**config.mk**
```make
export PLATFORM = sky130hd
export DESIGN_NAME = warp_frontend
export DESIGN_NICKNAME = d
export VERILOG_FILES = /design/src/warp_pkg.sv /design/src/warp_state_table.sv /design/src/warp_scheduler.sv /design/src/fetch_buffer.sv /design/src/warp_decoder.sv /design/src/warp_frontend.sv
export SDC_FILE = /design/constraint.sdc
export NUM_CORES = 1
export LEC_CHECK = 0
export BUFFER_PORTS_ARGS = -buffer_cell sky130_fd_sc_hd__buf_2
export CORE_MARGIN = 2
export CORE_UTILIZATION = 60
export DETAILED_ROUTE_END_ITERATION = 10
export GPL_TIMING_DRIVEN = 0
export PLACE_DENSITY = 0.92
export RECOVER_POWER = 100
export SLEW_MARGIN = 40
export SYNTH_ARGS = -nofsm -noshare
export SYNTH_HDL_FRONTEND = slang
export SYNTH_SLANG_ARGS = --single-unit
```
**constraint.sdc**
```tcl
create_clock -name clk_i -period 6.2 [get_ports clk_i]
set_clock_uncertainty 0.2 [all_clocks]
set_input_delay 0.62 -clock clk_i [delete_from_list [all_inputs] [get_ports clk_i]]
set_output_delay 0.62 -clock clk_i [all_outputs]
set_load 0.01 [all_outputs]
```
**src/warp_pkg.sv**
```systemverilog
`default_nettype none

package warp_pkg;

    // ##########################################################
    // Sizes
    // ##########################################################

    // Warps per compute unit
    localparam int NUM_WARPS = 4;
    localparam int WID_WIDTH = 2;
    // Threads per warp, one mask bit each
    localparam int WARP_WIDTH = 4;
    // Byte address of an instruction
    localparam int PC_WIDTH = 16;
    localparam int INSTR_WIDTH = 32;

    // Fetch buffer geometry
    localparam int BUF_DEPTH = 4;
    localparam int BUF_CNT_WIDTH = 3;
    localparam int BUF_PTR_WIDTH = 2;

    // ##########################################################
    // Instruction encoding
    // ##########################################################

    localparam logic [7:0] OPC_ALU  = 8'h10;
    localparam logic [7:0] OPC_JUMP = 8'h20;
    localparam logic [7:0] OPC_EXIT = 8'h3f;

    // One word, two views selected by the opcode
    typedef union packed {
        struct packed {
            logic [7:0] opcode;
            logic [7:0] rd;
            logic [7:0] rs1;
            logic [7:0] imm;
        } alu_fmt;
        struct packed {
            logic [7:0]         opcode;
            // Jump distance in instructions, not bytes
            logic signed [23:0] offset;
        } ctrl_fmt;
    } instr_t;

endpackage

`default_nettype wire

```
**src/warp_state_table.sv**
```systemverilog
`timescale 1ns/1ps
`default_nettype none

module warp_state_table (
    input  wire logic                                                 clk_i,
    input  wire logic                                                 rst_n_i,
    input  wire logic                                                 start_i,
    input  wire logic [warp_pkg::NUM_WARPS-1:0]                       warp_selected_i,
    input  wire logic                                                 instruction_decoded_i,
    input  wire logic                                                 decode_stop_warp_i,
    input  wire logic [warp_pkg::WID_WIDTH-1:0]                       decode_wid_i,
    input  wire logic [warp_pkg::PC_WIDTH-1:0]                        decode_next_pc_i,
    output logic      [warp_pkg::NUM_WARPS-1:0]                       warp_active_o,
    output logic      [warp_pkg::NUM_WARPS-1:0]                       warp_stopped_o,
    output logic      [warp_pkg::NUM_WARPS-1:0]                       warp_ready_o,
    output logic      [warp_pkg::NUM_WARPS-1:0][warp_pkg::PC_WIDTH-1:0]   warp_pc_o,
    output logic      [warp_pkg::NUM_WARPS-1:0][warp_pkg::WARP_WIDTH-1:0] warp_act_mask_o
);
    import warp_pkg::*;

    // Per-warp record, split into flat arrays
    logic [NUM_WARPS-1:0]                 active_q, active_d;
    logic [NUM_WARPS-1:0]                 stopped_q, stopped_d;
    logic [NUM_WARPS-1:0]                 ready_q, ready_d;
    logic [NUM_WARPS-1:0][PC_WIDTH-1:0]   pc_q, pc_d;
    logic [NUM_WARPS-1:0][WARP_WIDTH-1:0] mask_q, mask_d;

    // ##########################################################
    // Next state
    // ##########################################################

    always_comb begin : next_state
        active_d  = active_q;
        stopped_d = stopped_q;
        ready_d   = ready_q;
        pc_d      = pc_q;
        mask_d    = mask_q;

        // Start wakes every warp with one thread at its own index
        if (start_i) begin
            for (int i = 0; i < NUM_WARPS; i++) begin
                active_d[i] = 1'b1;
                ready_d[i]  = 1'b1;
                mask_d[i]   = WARP_WIDTH'(1) << i;
            end
        end

        // Decode report writes back the PC and releases the warp
        if (instruction_decoded_i) begin
            pc_d[decode_wid_i]    = decode_next_pc_i;
            ready_d[decode_wid_i] = 1'b1;
            // Exit retires the warp for good
            if (decode_stop_warp_i) begin
                stopped_d[decode_wid_i] = 1'b1;
                active_d[decode_wid_i]  = 1'b0;
                ready_d[decode_wid_i]   = 1'b0;
            end
        end

        // Selected warp waits until its instruction is decoded
        for (int i = 0; i < NUM_WARPS; i++) begin
            if (warp_selected_i[i]) begin
                ready_d[i] = 1'b0;
            end
        end
    end

    // ##########################################################
    // State registers
    // ##########################################################

    always_ff @(posedge clk_i or negedge rst_n_i) begin
        if (!rst_n_i) begin
            active_q  <= '0;
            stopped_q <= '0;
            ready_q   <= '0;
            pc_q      <= '0;
            mask_q    <= '0;
        end else begin
            active_q  <= active_d;
            stopped_q <= stopped_d;
            ready_q   <= ready_d;
            pc_q      <= pc_d;
            mask_q    <= mask_d;
        end
    end

    // Ready only if active with at least one live thread
    for (genvar i = 0; i < NUM_WARPS; i++) begin : gen_ready
        assign warp_ready_o[i] = ready_q[i] && active_q[i] && (|mask_q[i]);
    end

    assign warp_active_o   = active_q;
    assign warp_stopped_o  = stopped_q;
    assign warp_pc_o       = pc_q;
    assign warp_act_mask_o = mask_q;

endmodule

`default_nettype wire

```
**src/warp_scheduler.sv**
```systemverilog
`timescale 1ns/1ps
`default_nettype none

module warp_scheduler (
    input  wire logic                                                 clk_i,
    input  wire logic                                                 rst_n_i,
    input  wire logic [warp_pkg::NUM_WARPS-1:0]                       warp_ready_i,
    input  wire logic [warp_pkg::NUM_WARPS-1:0][warp_pkg::PC_WIDTH-1:0]   warp_pc_i,
    input  wire logic [warp_pkg::NUM_WARPS-1:0][warp_pkg::WARP_WIDTH-1:0] warp_act_mask_i,
    input  wire logic [warp_pkg::BUF_CNT_WIDTH-1:0]                   buf_count_i,
    input  wire logic [warp_pkg::INSTR_WIDTH-1:0]                     imem_rdata_i,
    output logic      [warp_pkg::NUM_WARPS-1:0]                       warp_selected_o,
    output logic                                                      imem_req_o,
    output logic      [warp_pkg::PC_WIDTH-1:0]                        imem_addr_o,
    output logic                                                      push_o,
    output logic      [warp_pkg::WID_WIDTH-1:0]                       push_wid_o,
    output logic      [warp_pkg::PC_WIDTH-1:0]                        push_pc_o,
    output logic      [warp_pkg::WARP_WIDTH-1:0]                      push_mask_o,
    output logic      [warp_pkg::INSTR_WIDTH-1:0]                     push_instr_o
);
    import warp_pkg::*;

    // Last warp chosen, search starts just after it
    logic [WID_WIDTH-1:0]     rr_ptr_q;
    logic                     sel_found;
    logic [WID_WIDTH-1:0]     sel_wid;
    // Buffer slots already claimed, including the fetch in flight
    logic [BUF_CNT_WIDTH-1:0] pending;
    logic                     can_select;
    logic                     fire;
    // Outstanding fetch
    logic                     fetch_valid_q;
    logic [WID_WIDTH-1:0]     fetch_wid_q;
    logic [PC_WIDTH-1:0]      fetch_pc_q;
    logic [WARP_WIDTH-1:0]    fetch_mask_q;

    // ##########################################################
    // Round-robin pick
    // ##########################################################

    always_comb begin : rr_pick
        logic [WID_WIDTH-1:0] idx;
        sel_found = 1'b0;
        sel_wid   = rr_ptr_q;
        for (int i = 1; i <= NUM_WARPS; i++) begin
            idx = rr_ptr_q + WID_WIDTH'(i);
            if (!sel_found && warp_ready_i[idx]) begin
                sel_found = 1'b1;
                sel_wid   = idx;
            end
        end
    end

    // Throttle so a push never meets a full buffer
    assign pending    = buf_count_i + BUF_CNT_WIDTH'(fetch_valid_q);
    assign can_select = pending < BUF_CNT_WIDTH'(BUF_DEPTH);
    assign fire       = sel_found && can_select;

    assign warp_selected_o = fire ? (NUM_WARPS'(1) << sel_wid) : '0;
    assign imem_req_o      = fire;
    assign imem_addr_o     = warp_pc_i[sel_wid];

    // ##########################################################
    // Fetch tracking
    // ##########################################################

    always_ff @(posedge clk_i or negedge rst_n_i) begin
        if (!rst_n_i) begin
            rr_ptr_q      <= WID_WIDTH'(NUM_WARPS - 1);
            fetch_valid_q <= 1'b0;
        end else begin
            fetch_valid_q <= fire;
            if (fire) begin
                rr_ptr_q <= sel_wid;
            end
        end
    end

    // Tag of the request, held until the read data returns
    always_ff @(posedge clk_i) begin
        if (fire) begin
            fetch_wid_q  <= sel_wid;
            fetch_pc_q   <= warp_pc_i[sel_wid];
            fetch_mask_q <= warp_act_mask_i[sel_wid];
        end
    end

    // Memory answers one cycle later, push straight through
    assign push_o       = fetch_valid_q;
    assign push_wid_o   = fetch_wid_q;
    assign push_pc_o    = fetch_pc_q;
    assign push_mask_o  = fetch_mask_q;
    assign push_instr_o = imem_rdata_i;

endmodule

`default_nettype wire

```
**src/fetch_buffer.sv**
```systemverilog
`timescale 1ns/1ps
`default_nettype none

module fetch_buffer (
    input  wire logic                               clk_i,
    input  wire logic                               rst_n_i,
    input  wire logic                               push_i,
    input  wire logic [warp_pkg::WID_WIDTH-1:0]     push_wid_i,
    input  wire logic [warp_pkg::PC_WIDTH-1:0]      push_pc_i,
    input  wire logic [warp_pkg::WARP_WIDTH-1:0]    push_mask_i,
    input  wire logic [warp_pkg::INSTR_WIDTH-1:0]   push_instr_i,
    input  wire logic                               pop_i,
    output logic                                    empty_o,
    output logic      [warp_pkg::BUF_CNT_WIDTH-1:0] count_o,
    output logic      [warp_pkg::WID_WIDTH-1:0]     head_wid_o,
    output logic      [warp_pkg::PC_WIDTH-1:0]      head_pc_o,
    output logic      [warp_pkg::WARP_WIDTH-1:0]    head_mask_o,
    output logic      [warp_pkg::INSTR_WIDTH-1:0]   head_instr_o
);
    import warp_pkg::*;

    // Entry storage, one array per field
    logic [WID_WIDTH-1:0]     wid_mem   [BUF_DEPTH];
    logic [PC_WIDTH-1:0]      pc_mem    [BUF_DEPTH];
    logic [WARP_WIDTH-1:0]    mask_mem  [BUF_DEPTH];
    logic [INSTR_WIDTH-1:0]   instr_mem [BUF_DEPTH];

    logic [BUF_PTR_WIDTH-1:0] wr_ptr_q;
    logic [BUF_PTR_WIDTH-1:0] rd_ptr_q;
    logic [BUF_CNT_WIDTH-1:0] count_q;

    // Pointers wrap naturally at the power-of-two depth
    always_ff @(posedge clk_i or negedge rst_n_i) begin
        if (!rst_n_i) begin
            wr_ptr_q <= '0;
            rd_ptr_q <= '0;
            count_q  <= '0;
        end else begin
            if (push_i) begin
                wr_ptr_q <= wr_ptr_q + 1'b1;
            end
            if (pop_i) begin
                rd_ptr_q <= rd_ptr_q + 1'b1;
            end
            // Simultaneous push and pop cancel out
            if (push_i && !pop_i) begin
                count_q <= count_q + 1'b1;
            end else if (pop_i && !push_i) begin
                count_q <= count_q - 1'b1;
            end
        end
    end

    always_ff @(posedge clk_i) begin
        if (push_i) begin
            wid_mem[wr_ptr_q]   <= push_wid_i;
            pc_mem[wr_ptr_q]    <= push_pc_i;
            mask_mem[wr_ptr_q]  <= push_mask_i;
            instr_mem[wr_ptr_q] <= push_instr_i;
        end
    end

    assign empty_o      = (count_q == '0);
    assign count_o      = count_q;
    // Head is the oldest entry
    assign head_wid_o   = wid_mem[rd_ptr_q];
    assign head_pc_o    = pc_mem[rd_ptr_q];
    assign head_mask_o  = mask_mem[rd_ptr_q];
    assign head_instr_o = instr_mem[rd_ptr_q];

endmodule

`default_nettype wire

```
**src/warp_decoder.sv**
```systemverilog
`timescale 1ns/1ps
`default_nettype none

module warp_decoder (
    input  wire logic                             clk_i,
    input  wire logic                             rst_n_i,
    input  wire logic                             empty_i,
    input  wire logic [warp_pkg::WID_WIDTH-1:0]   head_wid_i,
    input  wire logic [warp_pkg::PC_WIDTH-1:0]    head_pc_i,
    input  wire logic [warp_pkg::WARP_WIDTH-1:0]  head_mask_i,
    input  wire logic [warp_pkg::INSTR_WIDTH-1:0] head_instr_i,
    output logic                                  pop_o,
    output logic                                  instruction_decoded_o,
    output logic      [warp_pkg::WID_WIDTH-1:0]   decode_wid_o,
    output logic      [warp_pkg::PC_WIDTH-1:0]    decode_next_pc_o,
    output logic                                  decode_stop_warp_o,
    output logic                                  issue_valid_o,
    output logic      [warp_pkg::WID_WIDTH-1:0]   issue_wid_o,
    output logic      [warp_pkg::PC_WIDTH-1:0]    issue_pc_o,
    output logic      [warp_pkg::WARP_WIDTH-1:0]  issue_act_mask_o,
    output logic      [7:0]                       issue_opcode_o,
    output logic      [warp_pkg::INSTR_WIDTH-1:0] issue_instr_o
);
    import warp_pkg::*;

    logic [7:0]          opcode;
    logic [PC_WIDTH-1:0] next_pc;
    logic                stop;

    // Consume whenever something is waiting
    assign pop_o = !empty_i;

    // ##########################################################
    // Decode
    // ##########################################################

    always_comb begin : decode
        instr_t instr;
        instr   = head_instr_i;
        // Opcode sits in the same byte in both views
        opcode  = instr.alu_fmt.opcode;
        next_pc = head_pc_i + PC_WIDTH'(4);
        stop    = 1'b0;
        case (opcode)
            OPC_JUMP: begin
                // Instruction offset to bytes, wraps in the PC width
                next_pc = head_pc_i + {instr.ctrl_fmt.offset[PC_WIDTH-3:0], 2'b00};
            end
            OPC_EXIT: begin
                stop = 1'b1;
            end
            // ALU and unknown opcodes fall through
            default: begin
                next_pc = head_pc_i + PC_WIDTH'(4);
            end
        endcase
    end

    // ##########################################################
    // Output registers
    // ##########################################################

    always_ff @(posedge clk_i or negedge rst_n_i) begin
        if (!rst_n_i) begin
            instruction_decoded_o <= 1'b0;
            issue_valid_o         <= 1'b0;
            decode_stop_warp_o    <= 1'b0;
        end else begin
            instruction_decoded_o <= pop_o;
            issue_valid_o         <= pop_o;
            if (pop_o) begin
                decode_stop_warp_o <= stop;
            end
        end
    end

    // Report and issue record move together
    always_ff @(posedge clk_i) begin
        if (pop_o) begin
            decode_wid_o     <= head_wid_i;
            decode_next_pc_o <= next_pc;
            issue_wid_o      <= head_wid_i;
            issue_pc_o       <= head_pc_i;
            issue_act_mask_o <= head_mask_i;
            issue_opcode_o   <= opcode;
            issue_instr_o    <= head_instr_i;
        end
    end

endmodule

`default_nettype wire

```
**src/warp_frontend.sv**
```systemverilog
`timescale 1ns/1ps
`default_nettype none

module warp_frontend (
    input  wire logic                             clk_i,
    input  wire logic                             rst_n_i,
    input  wire logic                             start_i,
    input  wire logic [warp_pkg::INSTR_WIDTH-1:0] imem_rdata_i,
    output logic                                  imem_req_o,
    output logic      [warp_pkg::PC_WIDTH-1:0]    imem_addr_o,
    output logic      [warp_pkg::NUM_WARPS-1:0]   warp_active_o,
    output logic      [warp_pkg::NUM_WARPS-1:0]   warp_stopped_o,
    output logic                                  issue_valid_o,
    output logic      [warp_pkg::WID_WIDTH-1:0]   issue_wid_o,
    output logic      [warp_pkg::PC_WIDTH-1:0]    issue_pc_o,
    output logic      [warp_pkg::WARP_WIDTH-1:0]  issue_act_mask_o,
    output logic      [7:0]                       issue_opcode_o,
    output logic      [warp_pkg::INSTR_WIDTH-1:0] issue_instr_o
);
    import warp_pkg::*;

    // State table and scheduler
    logic [NUM_WARPS-1:0]                 warp_ready;
    logic [NUM_WARPS-1:0][PC_WIDTH-1:0]   warp_pc;
    logic [NUM_WARPS-1:0][WARP_WIDTH-1:0] warp_act_mask;
    logic [NUM_WARPS-1:0]                 warp_selected;
    // Scheduler into buffer
    logic                                 push;
    logic [WID_WIDTH-1:0]                 push_wid;
    logic [PC_WIDTH-1:0]                  push_pc;
    logic [WARP_WIDTH-1:0]                push_mask;
    logic [INSTR_WIDTH-1:0]               push_instr;
    logic [BUF_CNT_WIDTH-1:0]             buf_count;
    // Buffer into decoder
    logic                                 empty;
    logic                                 pop;
    logic [WID_WIDTH-1:0]                 head_wid;
    logic [PC_WIDTH-1:0]                  head_pc;
    logic [WARP_WIDTH-1:0]                head_mask;
    logic [INSTR_WIDTH-1:0]               head_instr;
    // Decode report back to the state table
    logic                                 instruction_decoded;
    logic [WID_WIDTH-1:0]                 decode_wid;
    logic [PC_WIDTH-1:0]                  decode_next_pc;
    logic                                 decode_stop_warp;

    warp_state_table i_state_table (
        .clk_i                 (clk_i),
        .rst_n_i               (rst_n_i),
        .start_i               (start_i),
        .warp_selected_i       (warp_selected),
        .instruction_decoded_i (instruction_decoded),
        .decode_stop_warp_i    (decode_stop_warp),
        .decode_wid_i          (decode_wid),
        .decode_next_pc_i      (decode_next_pc),
        .warp_active_o         (warp_active_o),
        .warp_stopped_o        (warp_stopped_o),
        .warp_ready_o          (warp_ready),
        .warp_pc_o             (warp_pc),
        .warp_act_mask_o       (warp_act_mask)
    );

    warp_scheduler i_scheduler (
        .clk_i           (clk_i),
        .rst_n_i         (rst_n_i),
        .warp_ready_i    (warp_ready),
        .warp_pc_i       (warp_pc),
        .warp_act_mask_i (warp_act_mask),
        .buf_count_i     (buf_count),
        .imem_rdata_i    (imem_rdata_i),
        .warp_selected_o (warp_selected),
        .imem_req_o      (imem_req_o),
        .imem_addr_o     (imem_addr_o),
        .push_o          (push),
        .push_wid_o      (push_wid),
        .push_pc_o       (push_pc),
        .push_mask_o     (push_mask),
        .push_instr_o    (push_instr)
    );

    fetch_buffer i_fetch_buffer (
        .clk_i        (clk_i),
        .rst_n_i      (rst_n_i),
        .push_i       (push),
        .push_wid_i   (push_wid),
        .push_pc_i    (push_pc),
        .push_mask_i  (push_mask),
        .push_instr_i (push_instr),
        .pop_i        (pop),
        .empty_o      (empty),
        .count_o      (buf_count),
        .head_wid_o   (head_wid),
        .head_pc_o    (head_pc),
        .head_mask_o  (head_mask),
        .head_instr_o (head_instr)
    );

    warp_decoder i_decoder (
        .clk_i                 (clk_i),
        .rst_n_i               (rst_n_i),
        .empty_i               (empty),
        .head_wid_i            (head_wid),
        .head_pc_i             (head_pc),
        .head_mask_i           (head_mask),
        .head_instr_i          (head_instr),
        .pop_o                 (pop),
        .instruction_decoded_o (instruction_decoded),
        .decode_wid_o          (decode_wid),
        .decode_next_pc_o      (decode_next_pc),
        .decode_stop_warp_o    (decode_stop_warp),
        .issue_valid_o         (issue_valid_o),
        .issue_wid_o           (issue_wid_o),
        .issue_pc_o            (issue_pc_o),
        .issue_act_mask_o      (issue_act_mask_o),
        .issue_opcode_o        (issue_opcode_o),
        .issue_instr_o         (issue_instr_o)
    );

endmodule

`default_nettype wire

```
==> summary.txt <==
Status
  – Outcome: complete, but fails checks
  – Failing checks: capacitance limit, slew limit

Placed design
  – HPWL after DPL: 21600 µm
  – Placer Congestion: 0.887
  – PortBufs: around 120

Die
  – Top Ports: 123
  – Die H: approximately 160 µm
  – # rows: 58
  – Die area: 27000 µm²
  – Initial Utilization: 61.2%
  – Die Wd: 164 µm
  – CORE AREA: 25300 µm²

Clock tree
  – Clock Latency Late Sink: 0.52 ns
  – Sink Count: between 300 and 400
  – Clk root buf: clkbuf_16
  – # H-tree levels: 2
  – Clock Path Buffers: 3
  – Post-CTS sizing: 0
  – CTS Buf Count: 38
  – CTS tree: done
  – Clock-pin slew on the worst setup and hold paths: 0.06 ns

Yosys
  – #FFs+latches synth: 395
  – Post-synthesis sequential area ratio: between 70% and 80%
  – Area leader, netlist: edfxtp_1
  – Synthesized Nets: 883
  – Avg Cell Area, Syn: 18.7 µm²
  – Most frequent cells after synthesis: 306 x edfxtp_1, 87 x dfrtp_1, 63 x nand2_1
  – Post-Synthesis Cells: slightly above 800
  – Top-count cell post-synth: edfxtp_1
  – Top FF cell, synth: edfxtp_1
  – Top-area cell type share of the netlist area: 59.5%
  – Syn Std Cell Area: 15400 µm²
  – Post-synth EDFFs: 306
  – Async SR Flop Fraction: 22.5%
  – Netlist cell types: 57
  – Yosys warns: 0
  – Top post-synthesis cells by area: edfxtp_1 59%, dfrtp_1 14%, mux4_2 7.9%

Route
  – Drt wl/cell: 25.8 µm
  – Drt initial violations: about 940
  – Via Count: 8400
  – Drt drc: 0
  – Post-Route WL: between 30000 and 40000 µm
  – DRT antenna net count: 0
  – TritonRoute pass-1 iters: 5
  – Vias per inst: 6.20

STA
  – # setup viols final: 0
  – RSZ-0062 raised after global routing: no
  – Minimum clock period: 5.37 ns
  – Fmax: roughly 190 MHz
  – Slew Limit Fails: 314
  – Slew headroom: -102%
  – Setup_tns: 0 ns
  – Fin. Hold Viols: 0
  – Crit share post-route: between 80% and 90%
  – Worst-Margin Slew: 3.03 ns

Worst setup path
  – Worst setup EP type: register
  – Critical setup path kind: reg -> reg
  – WP data required: 6.25 ns
  – CP Launch Type: register
  – Worst Path Max Fanout: 10
  – Worst EP arrival: about 5.4 ns

Cells and area
  – Post-layout util: around 70%
  – Register Area: between 10000 and 15000 µm²
  – Area of the multi-input gates: 3690 µm²
  – Layout Nets: 1051
  – Layout area overhead: 13.0%
  – Diode count: 0
  – Fill cells: around 1.6k
  – Share of cells above drive strength 1: between 15 and 20%

Worst hold path
  – HP Class: in -> reg

Global routing
  – Total GRT Usage: a little over a quarter
  – Number of global-route vias before repair: 8696
  – First-pass GRT wire length: 52000 µm
  – Initial antenna violation count: 0
  – Largest net degree at the start of global routing: 61
  – GR Overflow Total: 0

Flow run
  – Max-Cap Viols: 11

Power
  – Pleak: about 0.0064 µW
  – Pwr per Cell Area: approximately 620 nW/µm²
  – VDD IR max: about 400 µV
## registers in the layout, indices dropped and copies added, names as in the netlist, 8 cells and up
register and cells:
i_state_table.warp_pc_o 64, i_fetch_buffer.mask_mem 16, i_fetch_buffer.instr_mem 128, i_decoder.issue_instr_o 32, i_decoder.issue_pc_o 16, i_fetch_buffer.pc_mem 64
i_decoder.decode_next_pc_o 14, i_fetch_buffer.wid_mem 8, i_scheduler.push_pc_o 16
## placed cells by master, fill, tap and decap left out, types with 7 or more instances in the layout
master and n:
clkbuf_16 39, nor2_1 16, xnor2_1 11, mux4_2 54, clkbuf_1 151, mux2i_1 49, nand2_1 63, buf_2 12
and2_1 14, clkinv_1 12, a21oi_1 13, edfxtp_1 306, ha_1 18, clkbuf_4 9, inv_1 13, nor3_1 9
o21ai_0 7, dfrtp_1 87, mux2_2 45
## layer usage
metal / vias up / wire length, µm / global-route usage, %
met3: 109 / 2550 / 4.19
met2: 445 / 17700 / 45.1
met5: - / 0 / 0
met4: 0 / 1740 / 12.3
met1: 4299 / 12900 / 33.6
li1: 3547 / - / -
## cell families (layout without fill, tap and decap cells)
family                     Yosys count  after routing  synth area share (%)
muxes                              152            152                  14.6
and+or+nand+nor                    132            132                  4.11
AOI/OAI and AO/OA                   57             57                  2.56
xor gates and xnor gates            17             17                 0.964
buffers and inverters               55            252                  2.11
DFF                                395            395                  73.9
adders and majority gates           20             20                  1.72
## per-stage QoR
step	hold WS, ns	cells	cell area (µm²)	power [µW]	worst slack, ns
after floorplan	0.124	828	15400	7220	2.28
after global placement	0.247	1279	16500	8460	1.61
after detailed placement	0.251	1285	16600	8740	1.35
after CTS	0.100	1355	17800	11000	1.15
after global routing	0.153	1355	17500	11200	0.639
final	0.157	1355	17500	10800	0.828
## repair_timing
| action | 4_1_cts | 5_1_grt |
|---|---|---|
| endpoints found under the hold margin | 29 | 0 |
| hold buffers | 1 | 0 |
| buffers inserted | 0 | 0 |
## where the power goes
part,internal [µW],switching [µW]
logic,1460,2350
clock network,1200,930
registers,4320,543
## worst paths after layout
path	from	endpoint	slack [ns]	depth (start not counted)
setup reg to reg	i_fetch_buffer.rd_ptr_q[1]	i_decoder.decode_next_pc_o[13]	0.83	11
setup / recovery	i_fetch_buffer.rd_ptr_q[1]	i_decoder.decode_next_pc_o[13]	0.83	11
hold / removal	imem_rdata_i[5]	i_fetch_buffer.instr_mem[0][5]	0.16	1
min in group asynchronous	rst_n_i	i_state_table.warp_active_o[1]	0.91	2
hold reg to reg	i_state_table.warp_stopped_o[2]	i_state_table.warp_stopped_o[2]	0.27	1
max in group asynchronous	rst_n_i	i_scheduler.rr_ptr_q[0]	3.82	3
## critical path, stage by stage (launching register included)
cell	delay (ns)
dfrtp_1	0.36
clkbuf_1	0.51
buf_2	0.41
buf_2	0.35
clkbuf_1	0.70
mux4_2	0.46
ha_1	0.43
a2111oi_0	0.42
o211ai_1	0.26
a41oi_1	0.56
a21boi_0	0.23
xor2_1	0.19
## layout make-up
cell class                 count  area share, %
clock inverter                17          0.581
sequential                   395           65.4
tap                          330           2.37
timing repair buffer         128           2.98
clock buffer                  52           5.87
multi-input combinational    378           21.1
inverter                      14          0.308
buffer                        41           1.32
(Power assumes the default switching activity.)
